==> config.mk <==
export PLATFORM = sky130hd
export DESIGN_NAME = qspim_if_top
export DESIGN_NICKNAME = d
export VERILOG_FILES = /design/src/hdl/qspim_pkg.sv /design/src/hdl/qspim_if_top.sv /design/src/hdl/qspim_wb_resp.sv /design/src/hdl/qspim_rd_fsm.sv /design/src/hdl/qspim_addr_dec.sv
export SDC_FILE = /design/constraint.sdc
export NUM_CORES = 1
export LEC_CHECK = 0
export BUFFER_PORTS_ARGS = -buffer_cell sky130_fd_sc_hd__buf_2
export CAP_MARGIN = 20
export CORE_AREA = 5 5 154 156
export DETAILED_ROUTE_END_ITERATION = 6
export DIE_AREA = 0 0 159 161
export PLACE_DENSITY = 0.57
export SLEW_MARGIN = 15
export SYNTH_ARGS = -nofsm -noshare
export SYNTH_HDL_FRONTEND = slang
export SYNTH_SLANG_ARGS = --single-unit
==> constraint.sdc <==
create_clock -name mclk -period 2.3 [get_ports mclk]
set_input_delay 0.345 -clock mclk [delete_from_list [all_inputs] [get_ports mclk]]
set_output_delay 0.345 -clock mclk [all_outputs]
set_load 0.02 [all_outputs]
==> src/hdl/qspim_pkg.sv <==
// Shared widths, address map, FSM states and bus structs for the QSPI Wishbone front end
package qspim_pkg;

  //------------------------------------------------------------
  // Widths and address map
  //------------------------------------------------------------
  localparam int WB_W        = 32;  // Wishbone data/address
  localparam int REG_SEL_BIT = 28;  // Set -> register space
  localparam int CS_MAP_HI   = 27;  // CS decode window
  localparam int CS_MAP_LO   = 20;
  localparam int CS_MAP_W    = CS_MAP_HI - CS_MAP_LO + 1;
  localparam int NUM_CS      = 4;
  localparam int CMD_FIFO_WD = 50;  // Command FIFO word
  localparam int BYTE_LEN_W  = 12;  // Byte length field in header
  localparam int ADDR_STEP   = 4;   // One word per burst beat

  // Read path FSM
  typedef enum logic [3:0] {
    IDLE      = 4'd0,
    ADR_PHASE = 4'd1,
    CMD_WAIT  = 4'd2,
    READ_DATA = 4'd3
  } qspim_state_e;

  //------------------------------------------------------------
  // Bus and configuration structs
  //------------------------------------------------------------
  typedef struct packed {
    logic            stb;
    logic [WB_W-1:0] adr;
    logic            we;
    logic [WB_W-1:0] dat;
    logic [3:0]      sel;
  } wb_req_t;

  typedef struct packed {
    logic [CS_MAP_W-1:0] addr;  // Match value on adr[27:20]
    logic [CS_MAP_W-1:0] mask;  // Bits taking part in the match
  } spim_cs_map_t;

  typedef struct packed {
    logic [1:0] imode;      // Init SPI mode
    logic [1:0] fmode;      // Final SPI mode
    logic [1:0] switch_pt;  // Where the mode switches
    logic [3:0] seq;
    logic [1:0] addr_cnt;
    logic [3:0] dummy_cnt;
    logic [7:0] cmd;        // Flash opcode
    logic [7:0] mode;
  } spim_rd_cfg_t;

  typedef struct packed {
    logic                  soc;
    logic                  eoc;
    logic [BYTE_LEN_W-1:0] byte_len;
    logic [3:0]            dummy_cnt;
    logic [1:0]            addr_cnt;
    logic [1:0]            switch_pt;
    logic [1:0]            fmode;
    logic [1:0]            imode;
    logic [3:0]            seq;
    logic [NUM_CS-1:0]     cs;  // One-hot
    logic [7:0]            mode;
    logic [7:0]            cmd;
  } spim_cmd_hdr_t;

  typedef struct packed {
    logic            soc;
    logic            eoc;
    logic [15:0]     pad;
    logic [WB_W-1:0] adr;
  } spim_cmd_adr_t;

  typedef struct packed {
    logic [3:0]      addr;   // Word address
    logic            we;
    logic [3:0]      be;
    logic [WB_W-1:0] wdata;
  } spim_reg_req_t;

endpackage
==> src/hdl/qspim_if_top.sv <==
// Top of the read-only QSPI Wishbone front end; ties decoder, read FSM and response stage
module qspim_if_top #(
  parameter int BL_W = 10
) (
  input  logic                                            mclk,
  input  logic                                            rst_n,
  input  logic                                            spi_init_done_i,
  // Wishbone side
  input  qspim_pkg::wb_req_t                              wb_req_i,
  input  logic [BL_W-1:0]                                 wbd_bl_i,
  input  logic                                            wbd_bry_i,
  output logic [qspim_pkg::WB_W-1:0]                      wbd_dat_o,
  output logic                                            wbd_ack_o,
  output logic                                            wbd_lack_o,
  // Configuration
  input  qspim_pkg::spim_cs_map_t [qspim_pkg::NUM_CS-1:0] cs_map_i,
  input  qspim_pkg::spim_rd_cfg_t                         g0_cfg_i,
  input  qspim_pkg::spim_rd_cfg_t                         g1_cfg_i,
  // Register bus, level req/ack
  output logic                                            spim_reg_req_o,
  output qspim_pkg::spim_reg_req_t                        spim_reg_o,
  input  logic                                            spim_reg_ack_i,
  input  logic [qspim_pkg::WB_W-1:0]                      spim_reg_rdata_i,
  // Command FIFO
  output logic                                            cmd_fifo_wr_o,
  output logic [qspim_pkg::CMD_FIFO_WD-1:0]               cmd_fifo_wdata_o,
  input  logic                                            cmd_fifo_full_i,
  input  logic                                            cmd_fifo_empty_i,
  // Response FIFO
  output logic                                            res_fifo_rd_o,
  input  logic [qspim_pkg::WB_W-1:0]                      res_fifo_rdata_i,
  input  logic                                            res_fifo_empty_i
);

  logic                          mem_req;
  logic                          reg_req;
  logic [qspim_pkg::NUM_CS-1:0]  cs;
  qspim_pkg::spim_rd_cfg_t       rd_cfg;
  logic                          mem_ack;
  logic                          mem_last;
  logic [qspim_pkg::WB_W-1:0]    mem_rdata;

  //------------------------------------------------------------
  // Register bus passthrough
  //------------------------------------------------------------
  assign spim_reg_req_o   = reg_req;
  assign spim_reg_o.addr  = wb_req_i.adr[5:2];  // Word address
  assign spim_reg_o.we    = wb_req_i.we;
  assign spim_reg_o.be    = wb_req_i.sel;
  assign spim_reg_o.wdata = wb_req_i.dat;

  qspim_addr_dec u_addr_dec (
    .wb_req_i    (wb_req_i),
    .init_done_i (spi_init_done_i),
    .lack_i      (wbd_lack_o),  // Masks the cycle after the final ack
    .cs_map_i    (cs_map_i),
    .g0_cfg_i    (g0_cfg_i),
    .g1_cfg_i    (g1_cfg_i),
    .mem_req_o   (mem_req),
    .reg_req_o   (reg_req),
    .cs_o        (cs),
    .rd_cfg_o    (rd_cfg)
  );

  qspim_rd_fsm #(.BL_W(BL_W)) u_rd_fsm (
    .mclk             (mclk),
    .rst_n            (rst_n),
    .init_done_i      (spi_init_done_i),
    .mem_req_i        (mem_req),
    .wb_adr_i         (wb_req_i.adr),
    .wbd_bl_i         (wbd_bl_i),
    .wbd_bry_i        (wbd_bry_i),
    .cs_i             (cs),
    .rd_cfg_i         (rd_cfg),
    .cmd_fifo_full_i  (cmd_fifo_full_i),
    .cmd_fifo_empty_i (cmd_fifo_empty_i),
    .res_fifo_empty_i (res_fifo_empty_i),
    .res_fifo_rdata_i (res_fifo_rdata_i),
    .cmd_fifo_wr_o    (cmd_fifo_wr_o),
    .cmd_fifo_wdata_o (cmd_fifo_wdata_o),
    .res_fifo_rd_o    (res_fifo_rd_o),
    .mem_ack_o        (mem_ack),
    .mem_rdata_o      (mem_rdata),
    .mem_last_o       (mem_last)
  );

  qspim_wb_resp #(.BL_W(BL_W)) u_wb_resp (
    .mclk        (mclk),
    .rst_n       (rst_n),
    .mem_req_i   (mem_req),
    .reg_req_i   (reg_req),
    .wb_we_i     (wb_req_i.we),
    .mem_ack_i   (mem_ack),
    .mem_last_i  (mem_last),
    .mem_rdata_i (mem_rdata),
    .reg_ack_i   (spim_reg_ack_i),
    .reg_rdata_i (spim_reg_rdata_i),
    .wbd_ack_o   (wbd_ack_o),
    .wbd_lack_o  (wbd_lack_o),
    .wbd_dat_o   (wbd_dat_o)
  );

endmodule

==> src/hdl/qspim_wb_resp.sv <==
// Registered Wishbone ack, last ack and read data for both register and flash accesses
module qspim_wb_resp #(
  parameter int BL_W = 10
) (
  input  logic                       mclk,
  input  logic                       rst_n,
  input  logic                       mem_req_i,
  input  logic                       reg_req_i,
  input  logic                       wb_we_i,
  input  logic                       mem_ack_i,
  input  logic                       mem_last_i,
  input  logic [qspim_pkg::WB_W-1:0] mem_rdata_i,
  input  logic                       reg_ack_i,
  input  logic [qspim_pkg::WB_W-1:0] reg_rdata_i,
  output logic                       wbd_ack_o,
  output logic                       wbd_lack_o,
  output logic [qspim_pkg::WB_W-1:0] wbd_dat_o
);

  logic                       ack_sel;   // Ack of the active request kind
  logic                       lack_sel;
  logic [qspim_pkg::WB_W-1:0] rdata_sel;

  // A burst longer than the header byte length field can describe is not returnable
  if (BL_W + 2 > qspim_pkg::BYTE_LEN_W) begin : g_bl_chk
    $error("Burst length width does not fit the header byte length field");
  end

  //------------------------------------------------------------
  // Response select
  //------------------------------------------------------------
  assign ack_sel  = mem_req_i ? mem_ack_i : (reg_req_i && reg_ack_i);
  // Register accesses are single beat, so every ack is last
  assign lack_sel = mem_req_i ? (mem_ack_i && mem_last_i) : (reg_req_i && reg_ack_i);

  always_comb begin
    rdata_sel = '0;
    if (ack_sel && !wb_we_i) begin
      rdata_sel = mem_req_i ? mem_rdata_i : reg_rdata_i;
    end
  end

  always_ff @(posedge mclk) begin
    if (!rst_n) begin
      wbd_ack_o  <= 1'b0;
      wbd_lack_o <= 1'b0;
      wbd_dat_o  <= '0;
    end else begin
      wbd_ack_o  <= ack_sel;    // One cycle behind the internal ack
      wbd_lack_o <= lack_sel;
      wbd_dat_o  <= rdata_sel;  // Zero outside ack cycles
    end
  end

endmodule

==> src/hdl/qspim_rd_fsm.sv <==
// Builds header and address command words for a flash read, then drains the burst as acks
module qspim_rd_fsm #(
  parameter int BL_W = 10
) (
  input  logic                                mclk,
  input  logic                                rst_n,
  input  logic                                init_done_i,
  input  logic                                mem_req_i,
  input  logic [qspim_pkg::WB_W-1:0]          wb_adr_i,
  input  logic [BL_W-1:0]                     wbd_bl_i,   // Burst length in words
  input  logic                                wbd_bry_i,  // Master ready for a beat
  input  logic [qspim_pkg::NUM_CS-1:0]        cs_i,
  input  qspim_pkg::spim_rd_cfg_t             rd_cfg_i,
  input  logic                                cmd_fifo_full_i,
  input  logic                                cmd_fifo_empty_i,
  input  logic                                res_fifo_empty_i,
  input  logic [qspim_pkg::WB_W-1:0]          res_fifo_rdata_i,
  output logic                                cmd_fifo_wr_o,
  output logic [qspim_pkg::CMD_FIFO_WD-1:0]   cmd_fifo_wdata_o,
  output logic                                res_fifo_rd_o,
  output logic                                mem_ack_o,
  output logic [qspim_pkg::WB_W-1:0]          mem_rdata_o,
  output logic                                mem_last_o   // Final beat of the burst
);

  localparam int                         LEN_W   = qspim_pkg::BYTE_LEN_W;
  localparam logic [qspim_pkg::WB_W-1:0] ADR_INC = qspim_pkg::ADDR_STEP;

  qspim_pkg::qspim_state_e   state, state_nxt;
  logic [BL_W-1:0]           bl_cnt, bl_cnt_nxt;   // Beats left
  logic [qspim_pkg::WB_W-1:0] mem_adr;             // Current flash address
  logic                      mem_req_l;            // Delayed request, for edge detect
  logic [LEN_W-1:0]          byte_len;
  qspim_pkg::spim_cmd_hdr_t  hdr_word;
  qspim_pkg::spim_cmd_adr_t  adr_word;

  //------------------------------------------------------------
  // Command words
  //------------------------------------------------------------
  assign byte_len = LEN_W'(wbd_bl_i) << 2;  // Words to bytes

  always_comb begin
    hdr_word           = '0;
    hdr_word.soc       = 1'b1;
    hdr_word.eoc       = 1'b0;
    hdr_word.byte_len  = byte_len;
    hdr_word.dummy_cnt = rd_cfg_i.dummy_cnt;
    hdr_word.addr_cnt  = rd_cfg_i.addr_cnt;
    hdr_word.switch_pt = rd_cfg_i.switch_pt;
    hdr_word.fmode     = rd_cfg_i.fmode;
    hdr_word.imode     = rd_cfg_i.imode;
    hdr_word.seq       = rd_cfg_i.seq;
    hdr_word.cs        = cs_i;
    hdr_word.mode      = rd_cfg_i.mode;
    hdr_word.cmd       = rd_cfg_i.cmd;
  end

  // Read command always ends with the address word
  assign adr_word = '{soc: 1'b0, eoc: 1'b1, pad: 16'h0, adr: mem_adr};

  //------------------------------------------------------------
  // State and counters
  //------------------------------------------------------------
  always_ff @(posedge mclk) begin
    if (!rst_n) begin
      state     <= qspim_pkg::IDLE;
      bl_cnt    <= '0;
      mem_req_l <= 1'b0;
    end else begin
      state  <= state_nxt;
      bl_cnt <= bl_cnt_nxt;
      if (init_done_i) mem_req_l <= mem_req_i;  // Hold off until SPI init completes
    end
  end

  // Latch address on a new request, step on every beat
  always_ff @(posedge mclk) begin
    if (init_done_i && mem_req_i && !mem_req_l) begin
      mem_adr <= wb_adr_i;
    end else if (mem_ack_o) begin
      mem_adr <= mem_adr + ADR_INC;
    end
  end

  always_comb begin
    state_nxt        = state;
    bl_cnt_nxt       = bl_cnt;
    cmd_fifo_wr_o    = 1'b0;
    cmd_fifo_wdata_o = '0;
    res_fifo_rd_o    = 1'b0;
    mem_ack_o        = 1'b0;
    mem_rdata_o      = '0;
    mem_last_o       = 1'b0;
    case (state)
      qspim_pkg::IDLE: begin
        // Header goes only into an empty command FIFO
        if (mem_req_i && cmd_fifo_empty_i && !cmd_fifo_full_i) begin
          cmd_fifo_wr_o    = 1'b1;
          cmd_fifo_wdata_o = hdr_word;
          bl_cnt_nxt       = wbd_bl_i;
          state_nxt        = qspim_pkg::ADR_PHASE;
        end
      end
      qspim_pkg::ADR_PHASE: begin
        cmd_fifo_wr_o    = 1'b1;     // Back to back with the header
        cmd_fifo_wdata_o = adr_word;
        state_nxt        = qspim_pkg::CMD_WAIT;
      end
      qspim_pkg::CMD_WAIT: begin
        // Controller has taken both words
        if (cmd_fifo_empty_i) state_nxt = qspim_pkg::READ_DATA;
      end
      qspim_pkg::READ_DATA: begin
        if (!res_fifo_empty_i && wbd_bry_i) begin
          res_fifo_rd_o = 1'b1;
          mem_ack_o     = 1'b1;
          mem_rdata_o   = res_fifo_rdata_i;  // Valid while not empty
          bl_cnt_nxt    = bl_cnt - 1'b1;
          if (bl_cnt <= BL_W'(1)) begin
            mem_last_o = 1'b1;
            state_nxt  = qspim_pkg::IDLE;
          end
        end
      end
      default: state_nxt = qspim_pkg::IDLE;
    endcase
  end

endmodule

==> src/hdl/qspim_addr_dec.sv <==
// Splits Wishbone requests into register or flash reads and picks chip select and read config
module qspim_addr_dec (
  input  qspim_pkg::wb_req_t                               wb_req_i,
  input  logic                                             init_done_i,
  input  logic                                             lack_i,    // Last ack of prior access
  input  qspim_pkg::spim_cs_map_t [qspim_pkg::NUM_CS-1:0]  cs_map_i,
  input  qspim_pkg::spim_rd_cfg_t                          g0_cfg_i,  // CS0/CS1
  input  qspim_pkg::spim_rd_cfg_t                          g1_cfg_i,  // CS2/CS3
  output logic                                             mem_req_o,
  output logic                                             reg_req_o,
  output logic [qspim_pkg::NUM_CS-1:0]                     cs_o,
  output qspim_pkg::spim_rd_cfg_t                          rd_cfg_o
);

  logic                          req_vld;   // Qualified strobe
  logic                          reg_space;
  logic [qspim_pkg::CS_MAP_W-1:0] cs_field;

  //------------------------------------------------------------
  // Request classification
  //------------------------------------------------------------
  // Strobe stays high through the lack cycle, so mask it there
  assign req_vld   = wb_req_i.stb && init_done_i && !lack_i;
  assign reg_space = wb_req_i.adr[qspim_pkg::REG_SEL_BIT];

  assign reg_req_o = req_vld && reg_space;
  // Flash writes fall out here and never get an ack
  assign mem_req_o = req_vld && !reg_space && !wb_req_i.we;

  //------------------------------------------------------------
  // Chip select decode on adr[27:20]
  //------------------------------------------------------------
  assign cs_field = wb_req_i.adr[qspim_pkg::CS_MAP_HI:qspim_pkg::CS_MAP_LO];

  always_comb begin
    for (int i = 0; i < qspim_pkg::NUM_CS; i++) begin
      // Masked address byte must equal the map entry
      cs_o[i] = ((cs_field & cs_map_i[i].mask) == cs_map_i[i].addr);
    end
  end

  // Group 1 only for a clean CS2 or CS3 hit
  always_comb begin
    case (cs_o)
      4'b0100, 4'b1000: rd_cfg_o = g1_cfg_i;
      default:          rd_cfg_o = g0_cfg_i;  // CS0/CS1 and odd patterns
    endcase
  end

endmodule

==> results.yml, run 1 <==
outcome:
  status: "finished, violations left"
  violations: "setup timing"
synthesis:
  async_flop_share_pct: 0
  synth-seq-cells: 79
  synth_area_leaders: "edfxtp_1, dfxtp_1, nand3_1"
  yosys.area.top_type: "edfxtp_1"
  synth_cell_types: 59
  synth-seq-area-share_pct: 31.9
  ys.flop_type: "dfxtp_1"
  synth.cell_area_mm2: 0.00597
  yosysWarnings: 0
  synth_area_per_cell_um2: 7.93
  synth_edf_count: 32
  syn_inst: 752
  synth_top_area_share_pct: 16.1
power:
  ir_drop_uv: 364
  p_leak_nw: 4.37
  p_sw_mw: 2.20
  cellInternalPower_mw: 3.57
  combPwrFrac_pct: 46.1
  power_density_mw_per_mm2: 610
  seq_power_share_pct: 29.2
  pwr-share-clk_pct: 24.7
  swShare_pct: 38.1
critical_path:
  critPathKind: "input port to output port"
  critPathArrivalTime_ns: 2.14
  cp_cell_sequence: "buf_6 > and3_4 > o22a_1 > and4b_1 > or2_4 > buf_12 > buf_16 > a32oi_2 > nand3_1 > buf_6"
  cp_slowest_stage_delay_ns: 0.32
  endpoint_kind: "output port"
  cp.required_ns: 1.96
  cp_slowest_cell: "or2_4"
  rr_worst_depth: 6
  cp_common_cell: "buf_6"
  worstSetupStartpointType: "input port"
  crit_fanout: 8
cts:
  cts_buffer_depth: 2
  cts_hold_buf: 0
  clk_latency_ns: 0.34
  cts_sinks: 79
  numCtsBuffers: 9
  htree_levels: 3
  cts_tree: "yes"
  clk_pin_slew_ns: 0.07
  root_buffer: "clkbuf_16"
placement:
  place_congestion: 0.838
  dp_slack_ns: -0.262
  dpl-instance-area_mm2: 0.00789
  dpl.hpwl_mm: 18.1
  placed_cells: 1320
  port_buffers: 333
job:
  cap_violations: 0
finish:
  nets: 1353
  layout_commonest_cell: "buf_2"
  syn2layout_area_growth_pct: 58.5
  final_cell_mix: "buf_2, nand2_1, nand3_1"
  final_util_pct: 42.5
  fin_area_mm2: 0.00946
  final-instance-count-excl-fill: 1356
  drive_gt1_share_pct: 49.7
sta:
  hold_viol_final: 0
  setup_viol: 32
  skew_ns: 0.00454
  setup_ws_ns: -0.182
  finalSetupTns_ns: -2.83
  fmax_mhz: 403
  rsz0062_at_grt: "true"
  slew_violations: 0
  fin_crit_sh_pct: 108
  period_needed_ns: 2.48
global_route:
  grt-ovfl-total: 0
  grt_pass1_vias: 6986
  grt_usage_pct: 18.1
  antenna_found_initial: 4
  grt_max_degree: 62
  grt_pass1_wl_mm: 37.8
detailed_routing:
  drt-pass1-iter-count: 5
  drc_errors: 0
  ant_nets: 0
  num_vias: 7088
  drt_wl_total_mm: 25.7
  drt-vias-per-instance: 5.23
  first_iter_violations: 474
  routedWlPerCell_um: 18.9
floorplanning:
  ioPinCount: 408
  rows: 55
  die_h_um: 161
  die-area_mm2: 0.0256
  coreArea_mm2: 0.0222
  start_util_pct: 26.8
  die_x_um: 159
hold_path:
  hold_depth: 3
  hold_class: "input port to flop"
## through the flow
step / total power, mW / hold slack [ns]
2_1_floorplan: 3.13 / 0.456
3_3_place_gp: 3.87 / 0.497
3_5_place_dp: 3.89 / 0.516
4_1_cts: 5.72 / 0.209
5_1_grt: 6.11 / 0.213
6_report: 5.77 / 0.235
## path summary, 6_finish.rpt
path                         from                       to  slack (ns)
min          spim_reg_rdata_i[12]  u_wb_resp.wbd_dat_o[12]        0.23
max reg2reg  u_rd_fsm.mem_adr[11]     u_rd_fsm.mem_adr[31]        0.26
min reg2reg    u_rd_fsm.mem_req_l       u_rd_fsm.mem_req_l        0.53
max                  cs_map_i[18]     cmd_fifo_wdata_o[23]       -0.18
## synthesized netlist by cell type, types with 15 or more instances
| cell | n |
|---|---|
| edfxtp_1 | 32 |
| nor2_1 | 21 |
| buf_2 | 15 |
| clkbuf_1 | 36 |
| a32oi_1 | 28 |
| and3_1 | 30 |
| nand2_1 | 74 |
| dfxtp_1 | 47 |
| o21ai_0 | 42 |
| a21oi_1 | 58 |
| nand3_1 | 113 |
| buf_4 | 46 |
| xor2_1 | 18 |
| nand4_1 | 30 |
## power by group through the flow
stage                     combinational (mW)  sequential, mW  clock [mW]
after global routing                    2.87            1.70        1.54
after floorplan                         1.44            1.69           0
after detailed placement                2.18            1.71           0
final                                   2.66            1.68        1.43
after global placement                  2.16            1.71           0
after CTS                               2.56            1.68        1.47
## area by class of cell
type	count	area, um2
antenna	1	2.50
clock buffer	9	225
clock inverter	7	62.6
fill	2232	12800
inverter	13	61.3
multi-input combinational	557	4000
sequential	79	1910
tap	285	357
timing repair buffer	404	2830
timing repair inverter	1	16.3
## per-layer routing
layer / wire (um) / vias to the layer above / share of wire [%] / global-route usage, %
met1: 10300 / 3337 / 40 / 21.8
met4: 560 / 8 / 2.2 / 4.69
met3: 2090 / 59 / 8.1 / 5.44
li1: - / 3366 / - / -
met5: 61 / - / 0.24 / 0
met2: 12700 / 318 / 49 / 31.6
## worst max-delay path: cells and delay by family
family / cells / cell delay, ns
AO/OA/AOI/OAI: 2 / 0.44
buffers and inverters: 4 / 0.53
AND/OR/NAND/NOR: 4 / 0.81
## cell families after synthesis
kind of cell,share of synthesized area [%]
AO/OA/AOI/OAI,20.0
XOR/XNOR,4.53
adder cells (fa/ha/maj),1.68
buffers and inverters,11.4
flip-flops,31.9
multiplexers,1.05
other,0.0628
AND/OR/NAND/NOR,29.4
## state kept, by name, indices dropped and copies added, names as in the netlist
signal / cells
u_rd_fsm.bl_cnt: 10
u_wb_resp.wbd_ack_o: 1
u_rd_fsm.state: 2
u_rd_fsm.mem_adr: 32
u_rd_fsm.mem_req_l: 1
u_wb_resp.wbd_dat_o: 32
u_wb_resp.wbd_lack_o: 1
## timing repair
action | 4_1_cts | 5_1_grt
gates resized for setup | 174 | 53
pin swaps | 57 | 47
gates cloned | 7 | 6
endpoints found under the setup margin | 36 | 37
buffers inserted | 10 | 3
(Power assumes the default switching activity.)
==> run 2, diff against run 1 <==
--- a/config.mk
+++ b/config.mk
@@ -7,11 +7,12 @@
 export LEC_CHECK = 0
 export BUFFER_PORTS_ARGS = -buffer_cell sky130_fd_sc_hd__buf_2
 export CAP_MARGIN = 20
-export CORE_AREA = 5 5 154 156
+export CORE_AREA = 5 5 153 155
 export DETAILED_ROUTE_END_ITERATION = 6
-export DIE_AREA = 0 0 159 161
-export PLACE_DENSITY = 0.57
+export DIE_AREA = 0 0 158 160
+export PLACE_DENSITY = 0.6
 export SLEW_MARGIN = 15
 export SYNTH_ARGS = -nofsm -noshare
 export SYNTH_HDL_FRONTEND = slang
+export SYNTH_HIERARCHICAL = 1
 export SYNTH_SLANG_ARGS = --single-unit
==> results.yml, run 2 <==
floorplanning:
  start_util_pct: 29.6
  rows: 54
  die_h_um: 160
  die-area_mm2: 0.0253
  coreArea_mm2: 0.0217
  ioPinCount: 408
  die_x_um: 158
critical_path:
  crit_start: "cs_map_i[54]"
  cp_slowest_cell: "mux2_4"
  endpoint_kind: "output port"
  r2r-start: "u_rd_fsm/mem_adr[10]"
  worstSetupStartpointType: "input port"
  crit_family: "compound AO/OA/AOI/OAI gates"
  path_buf_inv: 5
  critPathArrivalTime_ns: 2.51
  cp_cell_sequence: "buf_6 > a21o_1 > a211oi_2 > buf_4 > and4b_1 > xor2_1 > o211a_4 > buf_12 > buf_16 > mux2_4 > a22o_4 > buf_6"
  cp_common_cell: "buf_6"
  cp_slowest_stage_delay_ns: 0.31
  critPathKind: "input port to output port"
  cp.required_ns: 1.96
  rrSetupSlack_ns: 0.19
  crit_fanout: 8
cts:
  root_buffer: "clkbuf_16"
  clk_pin_slew_ns: 0.07
  clk_latency_ns: 0.34
  cts_hold_buf: 0
  cts_tree: "yes"
  numCtsBuffers: 9
  cts_buffer_depth: 2
  cts_sinks: 79
  htree_levels: 3
finish:
  nets: 1306
  final_util_pct: 43.1
  largestRegisters: "u_rd_fsm/mem_adr (32), u_wb_resp/wbd_dat_o (32), u_rd_fsm/bl_cnt (10)"
  final_cell_mix: "buf_2, nand2_1, buf_4"
  final.fill_count: 2124
  drive_gt1_share_pct: 48.4
  final-instance-count-excl-fill: 1306
  fin_area_mm2: 0.00935
  syn2layout_area_growth_pct: 45.6
  layout_commonest_cell: "buf_2"
synthesis:
  synth_area_per_cell_um2: 9.11
  synth-seq-cells: 79
  synth_edf_count: 32
  ys.flop_type: "dfxtp_1"
  yosysWarnings: 6
  async_flop_share_pct: 0
  yosys.area.top_type: "edfxtp_1"
  synth_area_leaders: "edfxtp_1, dfxtp_1, mux2_4"
  synth_commonest_cells: "and2_1, nand2_1, buf_4"
  syn_inst: 705
  synth_cell_types: 62
  synth_top_area_share_pct: 15.0
  synth-seq-area-share_pct: 29.6
  synth.cell_area_mm2: 0.00642
detailed_routing:
  first_iter_violations: 312
  met3_length_mm: 2.35
  drt_wl_total_mm: 24.0
  routedWlPerCell_um: 18.4
  maxUsedRoutingLayer: "met5"
  num_vias: 6557
  ant_nets: 0
  drt-pass1-iter-count: 5
  wl_met1_mm: 9.41
  wl_met2_mm: 11.8
  drt-vias-per-instance: 5.02
  drc_errors: 0
global_route:
  grt_usage_pct: 17.2
  grt_pass1_wl_mm: 34.4
  grt_max_degree: 40
  antenna_found_initial: 6
  grt_pass1_vias: 6343
  grt-ovfl-total: 0
placement:
  place_congestion: 0.849
  dpl.hpwl_mm: 18.0
  port_buffers: 333
  placed_cells: 1279
  dpl-instance-area_mm2: 0.00856
hold_path:
  hold_class: "input port to flop"
  holdCritStartpoint: "wb_req_i[44]"
sta:
  fin_crit_sh_pct: 124
  tightest_slew_ns: 0.779
  rsz0062_at_grt: "true"
  hold_viol_final: 0
  skew_ns: 0.0113
  finalSetupTns_ns: -15.60
  slew_violations: 0
  max_slew_margin_pct: 48.1
  setup_viol: 32
  setup_ws_ns: -0.556
  fmax_mhz: 350
  period_needed_ns: 2.86
power:
  p_leak_nw: 4.22
  power_density_mw_per_mm2: 539
  ir_drop_uv: 535
outcome:
  violations: "setup timing"
  status: "finished, violations left"
job:
  cap_violations: 0
run 2: cell count changes after synthesis, moves of 20 or more:
| cell | previous run | this run |
|---|---|---|
| a211oi_1 | 9 | 33 |
| a21oi_1 | 58 | 13 |
| mux2i_1 | 4 | 34 |
| nand3_1 | 113 | 24 |
| nand4_1 | 30 | 10 |
| mux2_4 | 0 | 30 |
| nand2_1 | 74 | 52 |
| a22o_1 | 2 | 32 |
| a32oi_1 | 28 | 0 |
| and2_1 | 10 | 52 |
run 2: cells by family after synthesis:
logic type	after synthesis	share of synthesized area, %
AOI/OAI and AO/OA	177	20.1
xor gates and xnor gates	27	3.68
adders and majority gates	7	1.36
buffers and inverters	103	10.3
DFF	79	29.6
muxes	68	13.0
other	1	0.0584
and+or+nand+nor	243	21.8
run 2: routing by layer:
layer | GRT usage (%) | vias to the layer above
met2 | 30.3 | 301
li1 | - | 3216
met5 | 0 | -
met4 | 3.61 | 4
met3 | 5.30 | 37
met1 | 20.5 | 2999
run 2: timing repair:
action,in CTS,in global routing
setup buffers,4,1
endpoints found under the hold margin,0,0
resized for setup,78,5
endpoints found under the setup margin,35,46
pin swaps,2,6
gates cloned,3,3
run 2: worst paths after layout:
path         depth (start not counted)                    to
max reg2reg                          4  u_rd_fsm/mem_adr[20]
min reg2reg                          2    u_rd_fsm/bl_cnt[8]
max                                 12  cmd_fifo_wdata_o[24]
min                                  3   u_rd_fsm/mem_adr[7]
run 2: layout make-up:
cell class                      count  area [um2]  share of cell area (%)
Antenna cell                        2        5.00                  0.0535
Sequential cell                    79        1910                    20.4
Inverter                           10        37.5                   0.401
Clock inverter                      5        86.3                   0.923
Clock buffer                       11         254                    2.72
Tap cell                          280         350                    3.75
Timing Repair Buffer              395        2540                    27.2
Multi-Input combinational cell    524        4170                    44.6
run 2: worst register-to-register path, stage by stage, from the launching register on:
cell and delay [ns]:
edfxtp_1 0.43, and4_1 0.40, nand4_4 0.33, or4_1 0.59, a31oi_1 0.19
run 2: per-stage QoR:
stage | worst slack, ns | hold WS [ns] | power, mW
6_report | -0.556 | 0.280 | 5.04
2_1_floorplan | -0.0795 | 0.446 | 2.71
3_3_place_gp | -0.573 | 0.464 | 3.27
3_5_place_dp | -0.591 | 0.466 | 3.28
5_1_grt | -0.643 | 0.263 | 5.30
4_1_cts | -0.574 | 0.259 | 5.08
run 2: power breakdown:
part | internal [mW] | total, mW | switching [mW]
clock | 1.03 | 1.63 | 0.600
sequential | 1.51 | 1.57 | 0.0612
combinational | 0.941 | 1.84 | 0.899
